<file path="src/logic/uart_pkg.sv">
// Frame constants and packed structs shared by the UART RTL and its testbench; use by scoped name
package uart_pkg;

  // Frame is start bit, data bits LSB first, stop bit
  localparam int data_bits = 8;

  // Wide enough to index every data bit
  localparam int bit_index_w = 3;

  // Checker counter width, counters saturate at all ones
  localparam int count_w = 8;

  // Receiver output, pulses last one cycle
  typedef struct packed {
    logic [data_bits-1:0] data;
    logic                 valid;
    logic                 framing_err;
  } rx_frame_t;

  // Loopback checker results
  typedef struct packed {
    logic [count_w-1:0] frames;
    logic [count_w-1:0] errors;
  } check_status_t;

endpackage

</file>
<file path="src/logic/uart_tx.sv">
// Bit-serial UART transmitter, one bit per clock; takes a byte on valid/ready and drives the line
`timescale 1ns/100ps

module uart_tx (
  input  logic                           clk,
  input  logic                           rst_n,
  input  logic [uart_pkg::data_bits-1:0] data,
  input  logic                           valid,
  output logic                           ready,
  output logic                           line
);

  typedef enum logic [1:0] {
    st_idle,
    st_start,
    st_data,
    st_stop
  } tx_state_t;

  tx_state_t                        state;
  logic [uart_pkg::bit_index_w-1:0] bit_idx;
  logic [uart_pkg::data_bits-1:0]   shift;
  logic                             accept;

  assign accept = valid && ready;

  always_ff @(posedge clk or negedge rst_n) begin
    if (!rst_n) begin
      state   <= st_idle;
      bit_idx <= '0;
      ready   <= 1'b1;
      line    <= 1'b1;
    end else begin
      case (state)
        st_idle: begin
          line <= 1'b1;
          if (accept) begin
            state <= st_start;
            ready <= 1'b0;
          end
        end
        st_start: begin
          line    <= 1'b0;
          bit_idx <= '0;
          state   <= st_data;
        end
        st_data: begin
          line    <= shift[0];
          bit_idx <= bit_idx + 1'b1;
          // Last data bit when the counter is all ones
          if (&bit_idx) begin
            state <= st_stop;
          end
        end
        st_stop: begin
          line  <= 1'b1;
          ready <= 1'b1;
          state <= st_idle;
        end
        default: begin
          state <= st_idle;
        end
      endcase
    end
  end

  // Byte is loaded on accept and drained LSB first
  always_ff @(posedge clk) begin
    if (accept) begin
      shift <= data;
    end else if (state == st_data) begin
      shift <= shift >> 1;
    end
  end

endmodule

</file>
<file path="src/logic/uart_rx.sv">
// Bit-serial UART receiver, one sample per bit; outputs a byte with a valid or framing-error pulse
`timescale 1ns/100ps

module uart_rx (
  input  logic                clk,
  input  logic                rst_n,
  input  logic                line,
  output uart_pkg::rx_frame_t frame
);

  typedef enum logic [1:0] {
    st_idle,
    st_data,
    st_stop
  } rx_state_t;

  rx_state_t                        state;
  logic [uart_pkg::bit_index_w-1:0] bit_idx;
  logic [uart_pkg::data_bits-1:0]   shift;
  logic [uart_pkg::data_bits-1:0]   data_q;
  logic                             valid_q;
  logic                             err_q;

  always_ff @(posedge clk or negedge rst_n) begin
    if (!rst_n) begin
      state   <= st_idle;
      bit_idx <= '0;
      valid_q <= 1'b0;
      err_q   <= 1'b0;
    end else begin
      // Result pulses default low
      valid_q <= 1'b0;
      err_q   <= 1'b0;
      case (state)
        st_idle: begin
          // A low sample is taken as the start bit
          if (!line) begin
            bit_idx <= '0;
            state   <= st_data;
          end
        end
        st_data: begin
          bit_idx <= bit_idx + 1'b1;
          if (&bit_idx) begin
            state <= st_stop;
          end
        end
        st_stop: begin
          valid_q <= line;
          err_q   <= !line;
          state   <= st_idle;
        end
        default: begin
          state <= st_idle;
        end
      endcase
    end
  end

  // Samples enter at the top so bit 0 ends up in the LSB
  always_ff @(posedge clk) begin
    if (state == st_data) begin
      shift <= {line, shift[uart_pkg::data_bits-1:1]};
    end
    if (state == st_stop && line) begin
      data_q <= shift;
    end
  end

  // Data holds its last good byte between frames
  assign frame = '{data: data_q, valid: valid_q, framing_err: err_q};

endmodule

</file>
<file path="src/logic/loopback_checker.sv">
// Loopback self-checker; queues sent bytes, matches them against received frames, counts errors
`timescale 1ns/100ps

module loopback_checker (
  input  logic                           clk,
  input  logic                           rst_n,
  input  logic                           accept,
  input  logic [uart_pkg::data_bits-1:0] sent,
  input  uart_pkg::rx_frame_t            frame,
  input  logic                           enable,
  output uart_pkg::check_status_t        status
);

  logic [uart_pkg::data_bits-1:0] queue [2];
  logic [1:0]                     level;
  logic [1:0]                     level_after_pop;
  logic                           do_push;
  logic                           do_pop;
  logic                           pop_ok;
  logic                           push_ok;
  logic                           mismatch;
  logic [uart_pkg::count_w-1:0]   frames_q;
  logic [uart_pkg::count_w-1:0]   errors_q;

  assign do_push = enable && accept;
  assign do_pop  = enable && (frame.valid || frame.framing_err);

  assign pop_ok          = do_pop && (level != 2'd0);
  assign level_after_pop = level - {1'b0, pop_ok};
  // Full queue drops the push
  assign push_ok         = do_push && (level_after_pop != 2'd2);

  // Empty queue on a frame means an unexpected byte
  assign mismatch = frame.framing_err || (level == 2'd0) || (frame.data != queue[0]);

  always_ff @(posedge clk or negedge rst_n) begin
    if (!rst_n) begin
      level    <= 2'd0;
      frames_q <= '0;
      errors_q <= '0;
    end else begin
      level <= level_after_pop + {1'b0, push_ok};
      if (do_pop) begin
        if (frames_q != '1) begin
          frames_q <= frames_q + 1'b1;
        end
        if (mismatch && errors_q != '1) begin
          errors_q <= errors_q + 1'b1;
        end
      end
    end
  end

  // Head is entry 0, pop shifts the queue down
  always_ff @(posedge clk) begin
    if (pop_ok) begin
      queue[0] <= queue[1];
    end
    if (push_ok) begin
      queue[level_after_pop[0]] <= sent;
    end
  end

  assign status = '{frames: frames_q, errors: errors_q};

endmodule

</file>
<file path="src/logic/uart_loopback.sv">
// UART transmitter and receiver pair with internal loopback and a self-checker; the design top
`timescale 1ns/100ps

module uart_loopback (
  input  logic                           clk,
  input  logic                           rst_n,
  input  logic                           rx_in,
  input  logic [uart_pkg::data_bits-1:0] tx_data,
  input  logic                           tx_valid,
  input  logic                           loopback_enable,
  output logic                           tx_out,
  output logic                           tx_ready,
  output uart_pkg::rx_frame_t            rx_frame,
  output uart_pkg::check_status_t        status
);

  logic rx_line;
  logic tx_accept;

  // Receiver hears our own line in loopback
  assign rx_line   = loopback_enable ? tx_out : rx_in;
  assign tx_accept = tx_valid && tx_ready;

  uart_tx u_tx (
    .clk   (clk),
    .rst_n (rst_n),
    .data  (tx_data),
    .valid (tx_valid),
    .ready (tx_ready),
    .line  (tx_out)
  );

  uart_rx u_rx (
    .clk   (clk),
    .rst_n (rst_n),
    .line  (rx_line),
    .frame (rx_frame)
  );

  loopback_checker u_checker (
    .clk    (clk),
    .rst_n  (rst_n),
    .accept (tx_accept),
    .sent   (tx_data),
    .frame  (rx_frame),
    .enable (loopback_enable),
    .status (status)
  );

endmodule

</file>
<file path="config.mk">
export PLATFORM = sky130hd
export DESIGN_NAME = uart_loopback
export DESIGN_NICKNAME = d
export VERILOG_FILES = /design/src/logic/uart_pkg.sv /design/src/logic/uart_tx.sv /design/src/logic/uart_rx.sv /design/src/logic/loopback_checker.sv /design/src/logic/uart_loopback.sv
export SDC_FILE = /design/constraint.sdc
export NUM_CORES = 1
export LEC_CHECK = 0
export ABC_AREA = 1
export BUFFER_PORTS_ARGS = -buffer_cell sky130_fd_sc_hd__buf_2
export CORE_AREA = 3 3 81 83
export DETAILED_ROUTE_END_ITERATION = 6
export DIE_AREA = 0 0 84 86
export PLACE_DENSITY = 0.79
export SLEW_MARGIN = 5
export SYNTH_ARGS = -nofsm -noshare
export SYNTH_HDL_FRONTEND = slang
export SYNTH_SLANG_ARGS = --single-unit
</file>
<file path="constraint.sdc">
create_clock -name clk -period 3 [get_ports clk]
set_input_delay 0.45 -clock clk [delete_from_list [all_inputs] [get_ports clk]]
set_output_delay 0.45 -clock clk [all_outputs]
set_load 0.02 [all_outputs]
</file>
# Word-level counts from Yosys, hierarchy flattened
# Memory sizes are Yosys's and may differ from the RTL's.
# Index checks and enable logic that the tools add are counted.
[totals] reg_bits=56 ramBits=16 in_bits=13 output_inout_bits=28 elab_cells=83 n_memories=1
[mem_list] name="u_checker.queue" words=2 word_bits=8 read_ports=2 rd_ports_with_merged_regs=0 wr=2 line="loopback_checker.sv:14" source="logic [uart_pkg::data_bits-1:0] queue [2];"
[classes] n_addsub=6 eq_ne=13 n_mux=21 reduce_logical=28
[op_table] operator="$add A8 B1 Y8 const B" count=2
[op_table] operator="$mux W8" count=2
[op_table] operator="$ne A8 B8 Y1 const B" count=2
[op_table] operator="$pmux W3 S2" count=2
[op_table] operator="$reduce_and A2 Y1" count=6
[op_table] operator="$reduce_bool A2 Y1" count=5
[op_table] operator="$mux W1" count=8
[op_table] operator="$mux W2" count=4
[op_table] operator="$ne A8 B8 Y1" count=1
[op_table] operator="$pmux W2 S4" count=1
[op_table] operator="$logic_and A1 B1 Y1" count=7
[op_table] operator="$add A3 B1 Y3 const B" count=2
[op_table] operator="$eq A2 B2 Y1 const B" count=3
[op_table] operator="$logic_not A2 Y1" count=3
[op_table] operator="$ne A2 B1 Y1 const B" count=3
[op_table] operator="$reduce_and A3 Y1" count=2
[op_table] operator="$eq A2 B1 Y1 const B" count=2
[op_table] operator="$ne A2 B2 Y1 const B" count=2
[op_table] operator="$pmux W2 S2" count=1
[op_table] operator="$logic_or A1 B1 Y1" count=3
[op_table] operator="$mux W3" count=1
[op_table] operator="$pmux W1 S3" count=1
[op_table] operator="$add A2 B1 Y2" count=1
[op_table] operator="$pmux W1 S2" count=1
[op_table] operator="3 further kinds" count=3

# Longest topological paths before layout
# Gate-level depths: netlist (run 1).
[logic_depth] ltp_word=8 mapped_depth=9 mapped_depth_nobuf=9

# By module
# Synthesis (run 1) repeated with hierarchy kept, for this count alone.
[hier_totals] cells_unflattened=318 area_unflattened_um2=3311.9
[modules_own_cells] module="loopback_checker" n_inst=1 cells_each=185 area_per_inst_um2=1720.4 seq_area_each_um2=930.9
[modules_own_cells] module="uart_rx" n_inst=1 cells_each=48 area_per_inst_um2=790.8 seq_area_each_um2=655.6
[modules_own_cells] module="uart_tx" n_inst=1 cells_each=79 area_per_inst_um2=778.2 seq_area_each_um2=417.9
[modules_own_cells] module="uart_loopback" n_inst=1 cells_each=6 area_per_inst_um2=22.5 seq_area_each_um2=0.0

# Worst setup path after synthesis (run 1)
# No wires, ideal clock.
[synth_timing] path_kind="reg-to-reg" startpoint="register u_rx.err_q" endpoint="memory u_checker.queue[0][0] (netlist name), enable pin" setup_ns=0.384 t_arrival_ns=2.104 setup_slack_ns=0.512 stages_incl_launch_ff=9 n_path_buf=1 path_cell_list="dfrtp_1 -> o21ai_2 -> nor2_1 -> ha_1 -> a211oi_1 -> ha_1 -> inv_1 -> clkbuf_1 -> o21ai_0"
[synth_lines] element="from (decl)" line="uart_rx.sv:22" source="logic err_q;"
[synth_lines] element="from (signal assigned)" line="uart_rx.sv:50" source="err_q <= !line;"
[synth_lines] element="to (decl)" line="loopback_checker.sv:14"

==> flow_metrics.py, run 1 <==
metrics = {
    "sta": {
        "period_needed_ns": 2.71,
        "rsz0062_at_grt": "false",
        "slew_viol_final": 0,
        "skew_ns": 0.0108,
        "tns_ns": 0,
        "worst_pin_slew_ns": 1.08,
        "setup_viol": 0,
        "final-hold-violation-count": 0,
        "timing.fmax_mhz": 370,
        "fin_ws_ns": 0.295,
        "max-slew-margin-rel": 0.270,
        "finalCritPeriodShare": 0.902,
    },
    "critical_path": {
        "rr_startpoint": "u_rx.err_q$_DFF_PN0_",
        "critPathRequiredTime_ns": 2.95,
        "cp_top_family": "compound AO/OA/AOI/OAI gates",
        "path_cells": "o21ai_2 -> nor2_1 -> ha_1 -> a211oi_1 -> ha_1 -> inv_1 -> o21ai_0",
        "r2r_cells": 7,
        "path_depth": 7,
        "worst_r2r_endpoint": "u_checker.queue[0][2]$_DFFE_PP_",
        "worstPathMaxFanout": 17,
        "worst_path_max_delay_cell": "o21ai_0",
        "crit_buf_inv": 1,
        "start_kind": "register",
        "end_kind": "register",
        "crit_top_cell": "ha_1",
        "worst-setup-path-type": "reg -> reg",
        "r2r_setup_slack_ns": 0.29,
        "cpPeakStageDelay_ns": 0.47,
        "critPathArrivalTime_ns": 2.66,
    },
    "cells_and_area": {
        "utilization": 0.628,
        "nNetsFinal": 357,
        "n_antenna_cell": 0,
        "instances_no_fill": 411,
        "finalInstanceArea_mm2": 0.00372,
        "area_delta_synth_final_pct": 16.0,
        "drive_gt1_frac": 0.217,
    },
    "grt": {
        "grt_pass1_vias": 2044,
        "antenna_found_initial": 0,
        "grt-ovfl-total": 0,
        "grt_start_max_net_pins": 33,
        "grt_pass1_wl_um": 9430,
        "grt_use_total": 0.168,
    },
    "die": {
        "die_y_um": 86,
        "io_pins": 41,
        "fp-row-count": 28,
        "start_util": 0.541,
        "core_mm2": 0.00592,
        "dieArea_mm2": 0.00722,
        "die_x_um": 84,
    },
    "detailed_routing": {
        "initialDrtViolationCount": 128,
        "antenna_left": 0,
        "wirelength_um": 5560,
        "vias_per_cell": 5.00,
        "drc": 0,
        "wire_per_inst_um": 13.5,
        "vias": 2054,
        "dr.pass1.iters": 4,
    },
    "yosys": {
        "ys_ff_latch": 72,
        "yosysSeqAreaShare": 0.625,
        "synth.avg_cell_area_um2": 11.3,
        "synth.distinct_cells": 30,
        "syn_inst": 283,
        "synthesis.nets": 309,
        "yosysWarnings": 0,
        "synthesis.area_mm2": 0.00321,
    },
    "placement": {
        "dp.cells": 395,
        "globalplace.congestion": 0.839,
        "portBuffers": 40,
        "hpwl_um": 4100,
        "placed_area_mm2": 0.00348,
        "dp_worst_setup_slack_ns": 0.264,
    },
    "clock_network": {
        "htreeDepth": 3,
        "cts_root_buf": "clkbuf_8",
        "cts_resized": 0,
        "tritoncts": "done",
        "ctsHoldBuffers": 0,
        "clock-sinks": 72,
        "cts-buffers-inserted": 9,
        "clk_latency_ns": 0.34,
        "cts_setup_buffers": 0,
        "clkSlewWorstSetupHoldPaths_ns": 0.07,
        "ctsLongestPathBuffers": 2,
    },
    "pwr": {
        "leakagePower_uw": 0.00175,
        "ir_drop_uv": 362,
        "pwr_density_cell_mw_per_mm2": 825,
    },
    "run": {
        "drv_cap": 0,
    },
    "min_path": {
        "hp-class": "in -> async",
    },
    "run_status": {
        "status": "completed",
    },
}
==> placed cells by master, fill, tap and decap left out, types with 2 or more instances in the layout <==
| cell | n |
|---|---|
| nand3_1 | 6 |
| clkinv_1 | 2 |
| buf_2 | 40 |
| nand2_1 | 70 |
| inv_1 | 32 |
| ha_1 | 13 |
| xnor2_1 | 11 |
| bufinv_16 | 3 |
| dfrtp_1 | 30 |
| nand4_1 | 9 |
| nor2_1 | 9 |
| dfstp_2 | 2 |
| o21ai_0 | 19 |
| nor2_4 | 2 |
| edfxtp_1 | 40 |
| nor2_2 | 4 |
| a21oi_1 | 7 |
| nand2_2 | 2 |
| xor2_1 | 8 |
| nand3_4 | 3 |
| clkbuf_8 | 9 |
| a22o_1 | 2 |
==> cells by family (layout without fill, tap and decap cells) <==
family                   count (synthesis)  in the layout  synth area share
AO/OA/AOI/OAI                           32             32            0.0589
AND/OR/NAND/NOR                        110            110             0.165
adder cells (fa/ha/maj)                 13             13            0.0507
XOR/XNOR                                19             19            0.0519
flip-flops                              72             72             0.625
buffers and inverters                   36             89            0.0445
multiplexers                             1              1           0.00351
==> Yosys cell counts (all sizes together) <==
| cell | instances | area share |
|---|---|---|
| nand2 | 72 | 0.086 |
| edfxtp | 40 | 0.37 |
| inv | 32 | 0.037 |
| dfrtp | 30 | 0.23 |
| o21ai | 20 | 0.032 |
| nor2 | 15 | 0.025 |
| ha | 13 | 0.051 |
| xnor2 | 11 | 0.030 |
| nand3 | 10 | 0.029 |
| a21oi | 9 | 0.019 |
| nand4 | 9 | 0.018 |
| xor2 | 8 | 0.022 |
| a22o | 2 | 0.0055 |
| buf | 2 | 0.0047 |
| clkbuf | 2 | 0.0023 |
| dfstp | 2 | 0.016 |
| a211oi | 1 | 0.0023 |
| and3 | 1 | 0.0020 |
| mux2 | 1 | 0.0035 |
| nor3 | 1 | 0.0016 |
| nor4 | 1 | 0.0020 |
| or2 | 1 | 0.0020 |
==> how the worst max path moves through the flow <==
stage                                                 end                 start
after floorplan           u_checker.queue[0][0]$_DFFE_PP_  u_rx.err_q$_DFF_PN0_
after detailed placement  u_checker.queue[0][1]$_DFFE_PP_       loopback_enable
after CTS                 u_checker.queue[0][2]$_DFFE_PP_  u_rx.err_q$_DFF_PN0_
final                     u_checker.queue[0][2]$_DFFE_PP_  u_rx.err_q$_DFF_PN0_
after global routing      u_checker.queue[0][0]$_DFFE_PP_  u_rx.err_q$_DFF_PN0_
after global placement    u_checker.queue[0][1]$_DFFE_PP_       loopback_enable
==> metal layers <==
metal | vias up | GRT usage | wire length [um]
li1 | 1041 | - | -
met5 | - | 0 | 0
met2 | 25 | 0.268 | 2790
met3 | 8 | 0.0394 | 204
met4 | 0 | 0.0950 | 113
met1 | 980 | 0.213 | 2450
==> registers in the layout (all words and copies together), names as in the netlist, 3 cells and up <==
name	count
u_checker.errors_q	8
u_checker.frames_q	8
u_checker.queue	16
u_rx.bit_idx	3
u_rx.data_q	8
u_rx.shift	8
u_tx.bit_idx	3
u_tx.shift	8
==> area by class of cell <==
cell class                 instances  area [um2]
clock buffer                       9         124
clock inverter                     7         110
fill                             453        2200
inverter                          32         120
multi-input combinational        175        1060
sequential                        72        2000
tap                               75        93.8
timing repair buffer              41         208
==> through the flow <==
step / power (uW) / hold WS [ns]
2_1_floorplan: 1980 / 0.154
3_3_place_gp: 2150 / 0.406
3_5_place_dp: 2200 / 0.419
4_1_cts: 3100 / 0.178
5_1_grt: 3280 / 0.212
6_report: 3070 / 0.162
==> power by group <==
| group | internal, uW | switching [uW] | total [uW] |
|---|---|---|---|
| Sequential | 1380 | 145 | 1520 |
| Clock | 545 | 346 | 891 |
| Combinational | 242 | 414 | 656 |
| Total | 2160 | 905 | 3070 |
Power figures use the tool's default switching activity.
==> run 2: changes to the inputs <==
clock period = 3.3 ns   (was 3 ns; I/O delays follow)
==> run 2 against run 1 <==
Die area unchanged; clock power down 14%; power down 11%; first-iteration DRC count up 13%; clock skew down 0.0029 ns; critical path depth unchanged; fmax down 2.4%; via count down 0.24%; sequential power down 9%; critical endpoint is now u_checker.queue[0][3]$_DFFE_PP_.
==> flow_metrics.py, run 2 (synthesized netlist as in run 1, its figures left out) <==
metrics = {
    "run_status": {
        "status": "completed",
    },
    "placement": {
        "portBuffers": 40,
        "placed_area_mm2": 0.00348,
        "globalplace.congestion": 0.840,
        "dp.cells": 394,
        "hpwl_um": 4010,
    },
    "pwr": {
        "p_switching_uw": 819,
        "combPwrFrac": 0.216,
        "pwr-share-seq": 0.503,
        "p_int_uw": 1920,
        "pwr_density_cell_mw_per_mm2": 737,
        "swShare": 0.299,
        "ir_drop_uv": 389,
        "report.power.total_uw": 2740,
        "leakagePower_uw": 0.00176,
        "pwr-share-clk": 0.281,
    },
    "critical_path": {
        "worst_path_max_delay_cell": "o21ai_0",
        "critPathArrivalTime_ns": 2.73,
        "cpPeakStageDelay_ns": 0.48,
        "r2r_setup_slack_ns": 0.53,
        "path_cells": "o21ai_2 -> nor2_1 -> ha_1 -> a211oi_1 -> ha_1 -> inv_1 -> o21ai_0",
        "worstPathMaxFanout": 17,
        "crit_buf_inv": 1,
        "critPathRequiredTime_ns": 3.25,
        "start_kind": "register",
        "end_kind": "register",
        "cp_top_family": "compound AO/OA/AOI/OAI gates",
        "crit_top_cell": "ha_1",
        "worst-setup-path-type": "reg -> reg",
    },
    "sta": {
        "final-hold-violation-count": 0,
        "slew_viol_final": 0,
        "setup_viol": 0,
        "skew_ns": 0.00786,
        "finalCritPeriodShare": 0.840,
        "tns_ns": 0,
        "worst_pin_slew_ns": 1.10,
        "period_needed_ns": 2.77,
        "max-slew-margin-rel": 0.260,
        "hold_ws_ns": 0.202,
        "rsz0062_at_grt": "false",
        "timing.fmax_mhz": 361,
    },
    "run": {
        "drv_cap": 0,
    },
    "die": {
        "die_x_um": 84,
        "core_mm2": 0.00592,
        "dieArea_mm2": 0.00722,
        "fp-row-count": 28,
        "io_pins": 41,
        "die_y_um": 86,
        "start_util": 0.541,
    },
    "detailed_routing": {
        "vias_per_cell": 5.00,
        "antenna_left": 0,
        "vias": 2049,
        "dr.pass1.iters": 4,
        "wire_per_inst_um": 13.5,
        "wirelength_um": 5530,
        "drc": 0,
        "initialDrtViolationCount": 144,
    },
    "clock_network": {
        "ctsHoldBuffers": 0,
        "cts_setup_buffers": 0,
        "cts_root_buf": "clkbuf_8",
        "tritoncts": "done",
        "ctsLongestPathBuffers": 2,
        "clkSlewWorstSetupHoldPaths_ns": 0.07,
        "clk_latency_ns": 0.34,
        "cts-buffers-inserted": 9,
        "htreeDepth": 3,
        "cts_resized": 0,
        "clock-sinks": 72,
    },
    "grt": {
        "grt_use_total": 0.163,
        "grt_pass1_vias": 1931,
        "antenna_found_initial": 0,
        "grt_pass1_wl_um": 8950,
        "grt_start_max_net_pins": 33,
        "grt-ovfl-total": 0,
    },
    "cells_and_area": {
        "area_delta_synth_final_pct": 15.9,
        "n_antenna_cell": 0,
        "nNetsFinal": 356,
        "layout_common_cells": "70 x nand2_1, 40 x buf_2, 40 x edfxtp_1, 32 x inv_1, 30 x dfrtp_1",
        "instances_no_fill": 410,
        "largest_register": "u_checker.queue",
        "final_common_cell": "nand2_1",
        "finalInstanceArea_mm2": 0.00371,
        "largest_reg_flops": 16,
        "drive_gt1_frac": 0.221,
    },
    "min_path": {
        "hp-class": "in -> async",
    },
}
## run 2: changes by cell type in the layout (fill, tap and decap cells not counted), sizes merged
| cell | before | now |
|---|---|---|
| clkbuf | 9 | 14 |
| bufinv | 3 | 0 |
| clkinv | 3 | 1 |
| buf | 41 | 40 |
| clkinvlp | 1 | 0 |
| inv | 32 | 33 |
## run 2: stage by stage
| stage | setup slack (ns) | util |
|---|---|---|
| final | 0.527 | 0.627 |
| after global routing | 0.355 | 0.627 |
| after CTS | 0.525 | 0.627 |
| after detailed placement | 0.496 | 0.587 |
| after global placement | 0.671 | 0.587 |
| after floorplan | 0.812 | - |
## run 2: routing by layer
layer,vias up,part of all wire,wire length (um),GRT usage
li1,1037,-,-,-
met1,969,0.46,2560,0.212
met2,32,0.47,2630,0.239
met3,11,0.036,199,0.0442
met4,0,0.026,144,0.111
met5,-,0,0,0
## run 2: power by group through the flow
stage          Combinational [uW]  Sequential, uW  Clock (uW)
3_5_place_dp                  594            1400           0
2_1_floorplan                 387            1420           0
4_1_cts                       602            1380         786
6_report                      591            1380         769
3_3_place_gp                  568            1390           0
5_1_grt                       675            1410         832
## run 2: cell type report
type	count	area, um2
Tap cell	75	93.8
Clock buffer	14	226
Multi-Input combinational cell	175	1060
Sequential cell	72	2000
Timing Repair Buffer	40	200
Fill cell	455	2210
Clock inverter	2	11.3
Inverter	32	120
## run 2: worst paths after layout
path,from,to,cells past startpoint
setup / recovery,u_rx.err_q$_DFF_PN0_,u_checker.queue[0][3]$_DFFE_PP_,7
hold / removal,rst_n,u_tx.state[1]$_DFFE_PN0P_,1
setup reg to reg,u_rx.err_q$_DFF_PN0_,u_checker.queue[0][3]$_DFFE_PP_,7
hold reg to reg,u_rx.shift[0]$_DFFE_PP_,u_rx.data_q[0]$_DFFE_PP_,0
max in group asynchronous,rst_n,u_checker.errors_q[1]$_DFFE_PN0P_,1
min in group clk,tx_data[7],u_checker.queue[1][7]$_DFFE_PP_,1
## run 2: worst reg2reg max path: cells and delay by family (launching register included)
kind | cells | cell delay, ns
flip-flops | 1 | 0.42
adder cells (fa/ha/maj) | 2 | 0.56
AO/OA/AOI/OAI | 3 | 1.15
buffers and inverters | 1 | 0.18
AND/OR/NAND/NOR | 1 | 0.08
==> run 3: changes to the inputs <==
clock period = 2.75 ns   (was 3.3 ns; I/O delays follow)
==> run 3 against run 2 <==
Cell count grew 0.49%; largest power group unchanged; critical path type unchanged; non-clock buffer count grew 2; clock power grew 3.1%; largest cell class unchanged; global-route usage shrank 0.072 points; critical endpoint is now u_checker.queue[0][2]$_DFFE_PP_.
==> flow_metrics.py, run 3 (synthesized netlist as in run 1, its figures left out) <==
metrics = {
    "cells_and_area": {
        "drive_gt1_frac": 0.217,
        "layout_common_cells": "70 x nand2_1, 40 x buf_2, 40 x edfxtp_1, 32 x inv_1, 30 x dfrtp_1",
        "area_delta_synth_final_pct": 14.8,
        "largest_reg_flops": 16,
        "largest_register": "u_checker.queue",
        "nNetsFinal": 358,
        "final_common_cell": "nand2_1",
        "finalInstanceArea_mm2": 0.00368,
        "utilization": 0.621,
        "n_antenna_cell": 0,
    },
    "placement": {
        "hpwl_um": 3960,
        "placed_area_mm2": 0.00349,
        "dp_worst_setup_slack_ns": 0.258,
        "portBuffers": 40,
        "globalplace.congestion": 0.841,
    },
    "detailed_routing": {
        "wirelength_um": 5420,
        "wire_per_inst_um": 13.2,
        "dr.pass1.iters": 4,
        "vias_per_cell": 4.97,
        "initialDrtViolationCount": 233,
        "vias": 2048,
        "drc": 0,
        "antenna_left": 0,
    },
    "die": {
        "core_mm2": 0.00592,
        "io_pins": 41,
        "fp-row-count": 28,
        "dieArea_mm2": 0.00722,
        "die_y_um": 86,
        "die_x_um": 84,
        "start_util": 0.541,
    },
    "clock_network": {
        "htreeDepth": 3,
        "cts_root_buf": "clkbuf_8",
        "clock-sinks": 72,
        "ctsLongestPathBuffers": 2,
        "cts_resized": 0,
        "ctsHoldBuffers": 0,
        "cts_setup_buffers": 0,
        "cts-buffers-inserted": 9,
        "clk_latency_ns": 0.34,
        "clkSlewWorstSetupHoldPaths_ns": 0.07,
        "tritoncts": "done",
    },
    "grt": {
        "grt_pass1_vias": 2036,
        "antenna_found_initial": 0,
        "grt_pass1_wl_um": 9260,
        "grt_use_total": 0.162,
        "grt-ovfl-total": 0,
        "grt_start_max_net_pins": 33,
    },
    "sta": {
        "skew_ns": 0.00883,
        "hold_ws_ns": 0.123,
        "finalCritPeriodShare": 0.900,
        "rsz0062_at_grt": "false",
        "timing.fmax_mhz": 404,
        "worst_pin_slew_ns": 0.825,
        "max-slew-margin-rel": 0.448,
        "final-hold-violation-count": 0,
        "fin_ws_ns": 0.275,
        "period_needed_ns": 2.47,
        "tns_ns": 0,
        "setup_viol": 0,
        "slew_viol_final": 0,
    },
    "critical_path": {
        "end_kind": "register",
        "critPathArrivalTime_ns": 2.53,
        "worstPathMaxFanout": 17,
        "start_kind": "register",
        "cp_top_family": "compound AO/OA/AOI/OAI gates",
        "rr_startpoint": "u_rx.err_q$_DFF_PN0_",
        "worst_path_max_delay_cell": "dfrtp_1",
        "cpPeakStageDelay_ns": 0.41,
        "crit_top_cell": "ha_1",
        "worstSetupStartpoint": "u_rx.err_q$_DFF_PN0_",
        "path_cells": "o21ai_2 -> nor2_1 -> ha_1 -> a211oi_1 -> ha_1 -> inv_1 -> o21ai_0 -> buf_4",
        "critPathRequiredTime_ns": 2.80,
        "crit_buf_inv": 2,
        "worst-setup-path-type": "reg -> reg",
    },
    "run_status": {
        "status": "completed",
    },
    "run": {
        "drv_cap": 0,
    },
    "pwr": {
        "ir_drop_uv": 423,
        "pwr_density_cell_mw_per_mm2": 860,
        "leakagePower_uw": 0.00174,
    },
    "min_path": {
        "hp-class": "in -> async",
    },
}
run 3: path summary, 6_finish.rpt:
kind / to / slack [ns] / cells past startpoint
worst max register to register: u_checker.queue[0][2]$_DFFE_PP_ / 0.28 / 8
worst min-delay path: u_tx.bit_idx[2]$_DFFE_PN0P_ / 0.12 / 1
worst max-delay path: u_checker.queue[0][2]$_DFFE_PP_ / 0.28 / 8
max in group asynchronous: u_checker.errors_q[0]$_DFFE_PN0P_ / 2.16 / 1
worst min register to register: u_rx.data_q[0]$_DFFE_PP_ / 0.43 / 0
min in group clk: u_checker.queue[1][5]$_DFFE_PP_ / 0.26 / 1
run 3: layer usage:
metal	vias up	GRT usage	wire length (um)
li1	1038	-	-
met1	955	0.215	2540
met2	39	0.248	2500
met3	16	0.0384	233
met4	0	0.0877	151
met5	-	0	0
run 3: power by group:
part	switching [uW]	internal [uW]
clock	383	409
combinational	449	265
sequential	157	1500
run 3: cell type report:
cell class              instances  area (um2)
clock inverters                 7        62.6
inverters                      32         120
multi-input cells             175        1060
flip-flops and latches         72        2000
fillers                       479        2240
clock buffers                   9         124
repair buffers                 42         215
well taps                      75        93.8
run 3: worst reg2reg max path: stages (launching register included):
cell	delay, ns
dfrtp_1	0.41
o21ai_2	0.30
nor2_1	0.08
ha_1	0.34
a211oi_1	0.34
ha_1	0.22
inv_1	0.19
o21ai_0	0.13
buf_4	0.19
run 3: through the flow:
stage / power (uW) / instances
2_1_floorplan: 2160 / 283
3_3_place_gp: 2350 / 396
3_5_place_dp: 2400 / 396
4_1_cts: 3190 / 412
5_1_grt: 3380 / 412
6_report: 3160 / 412
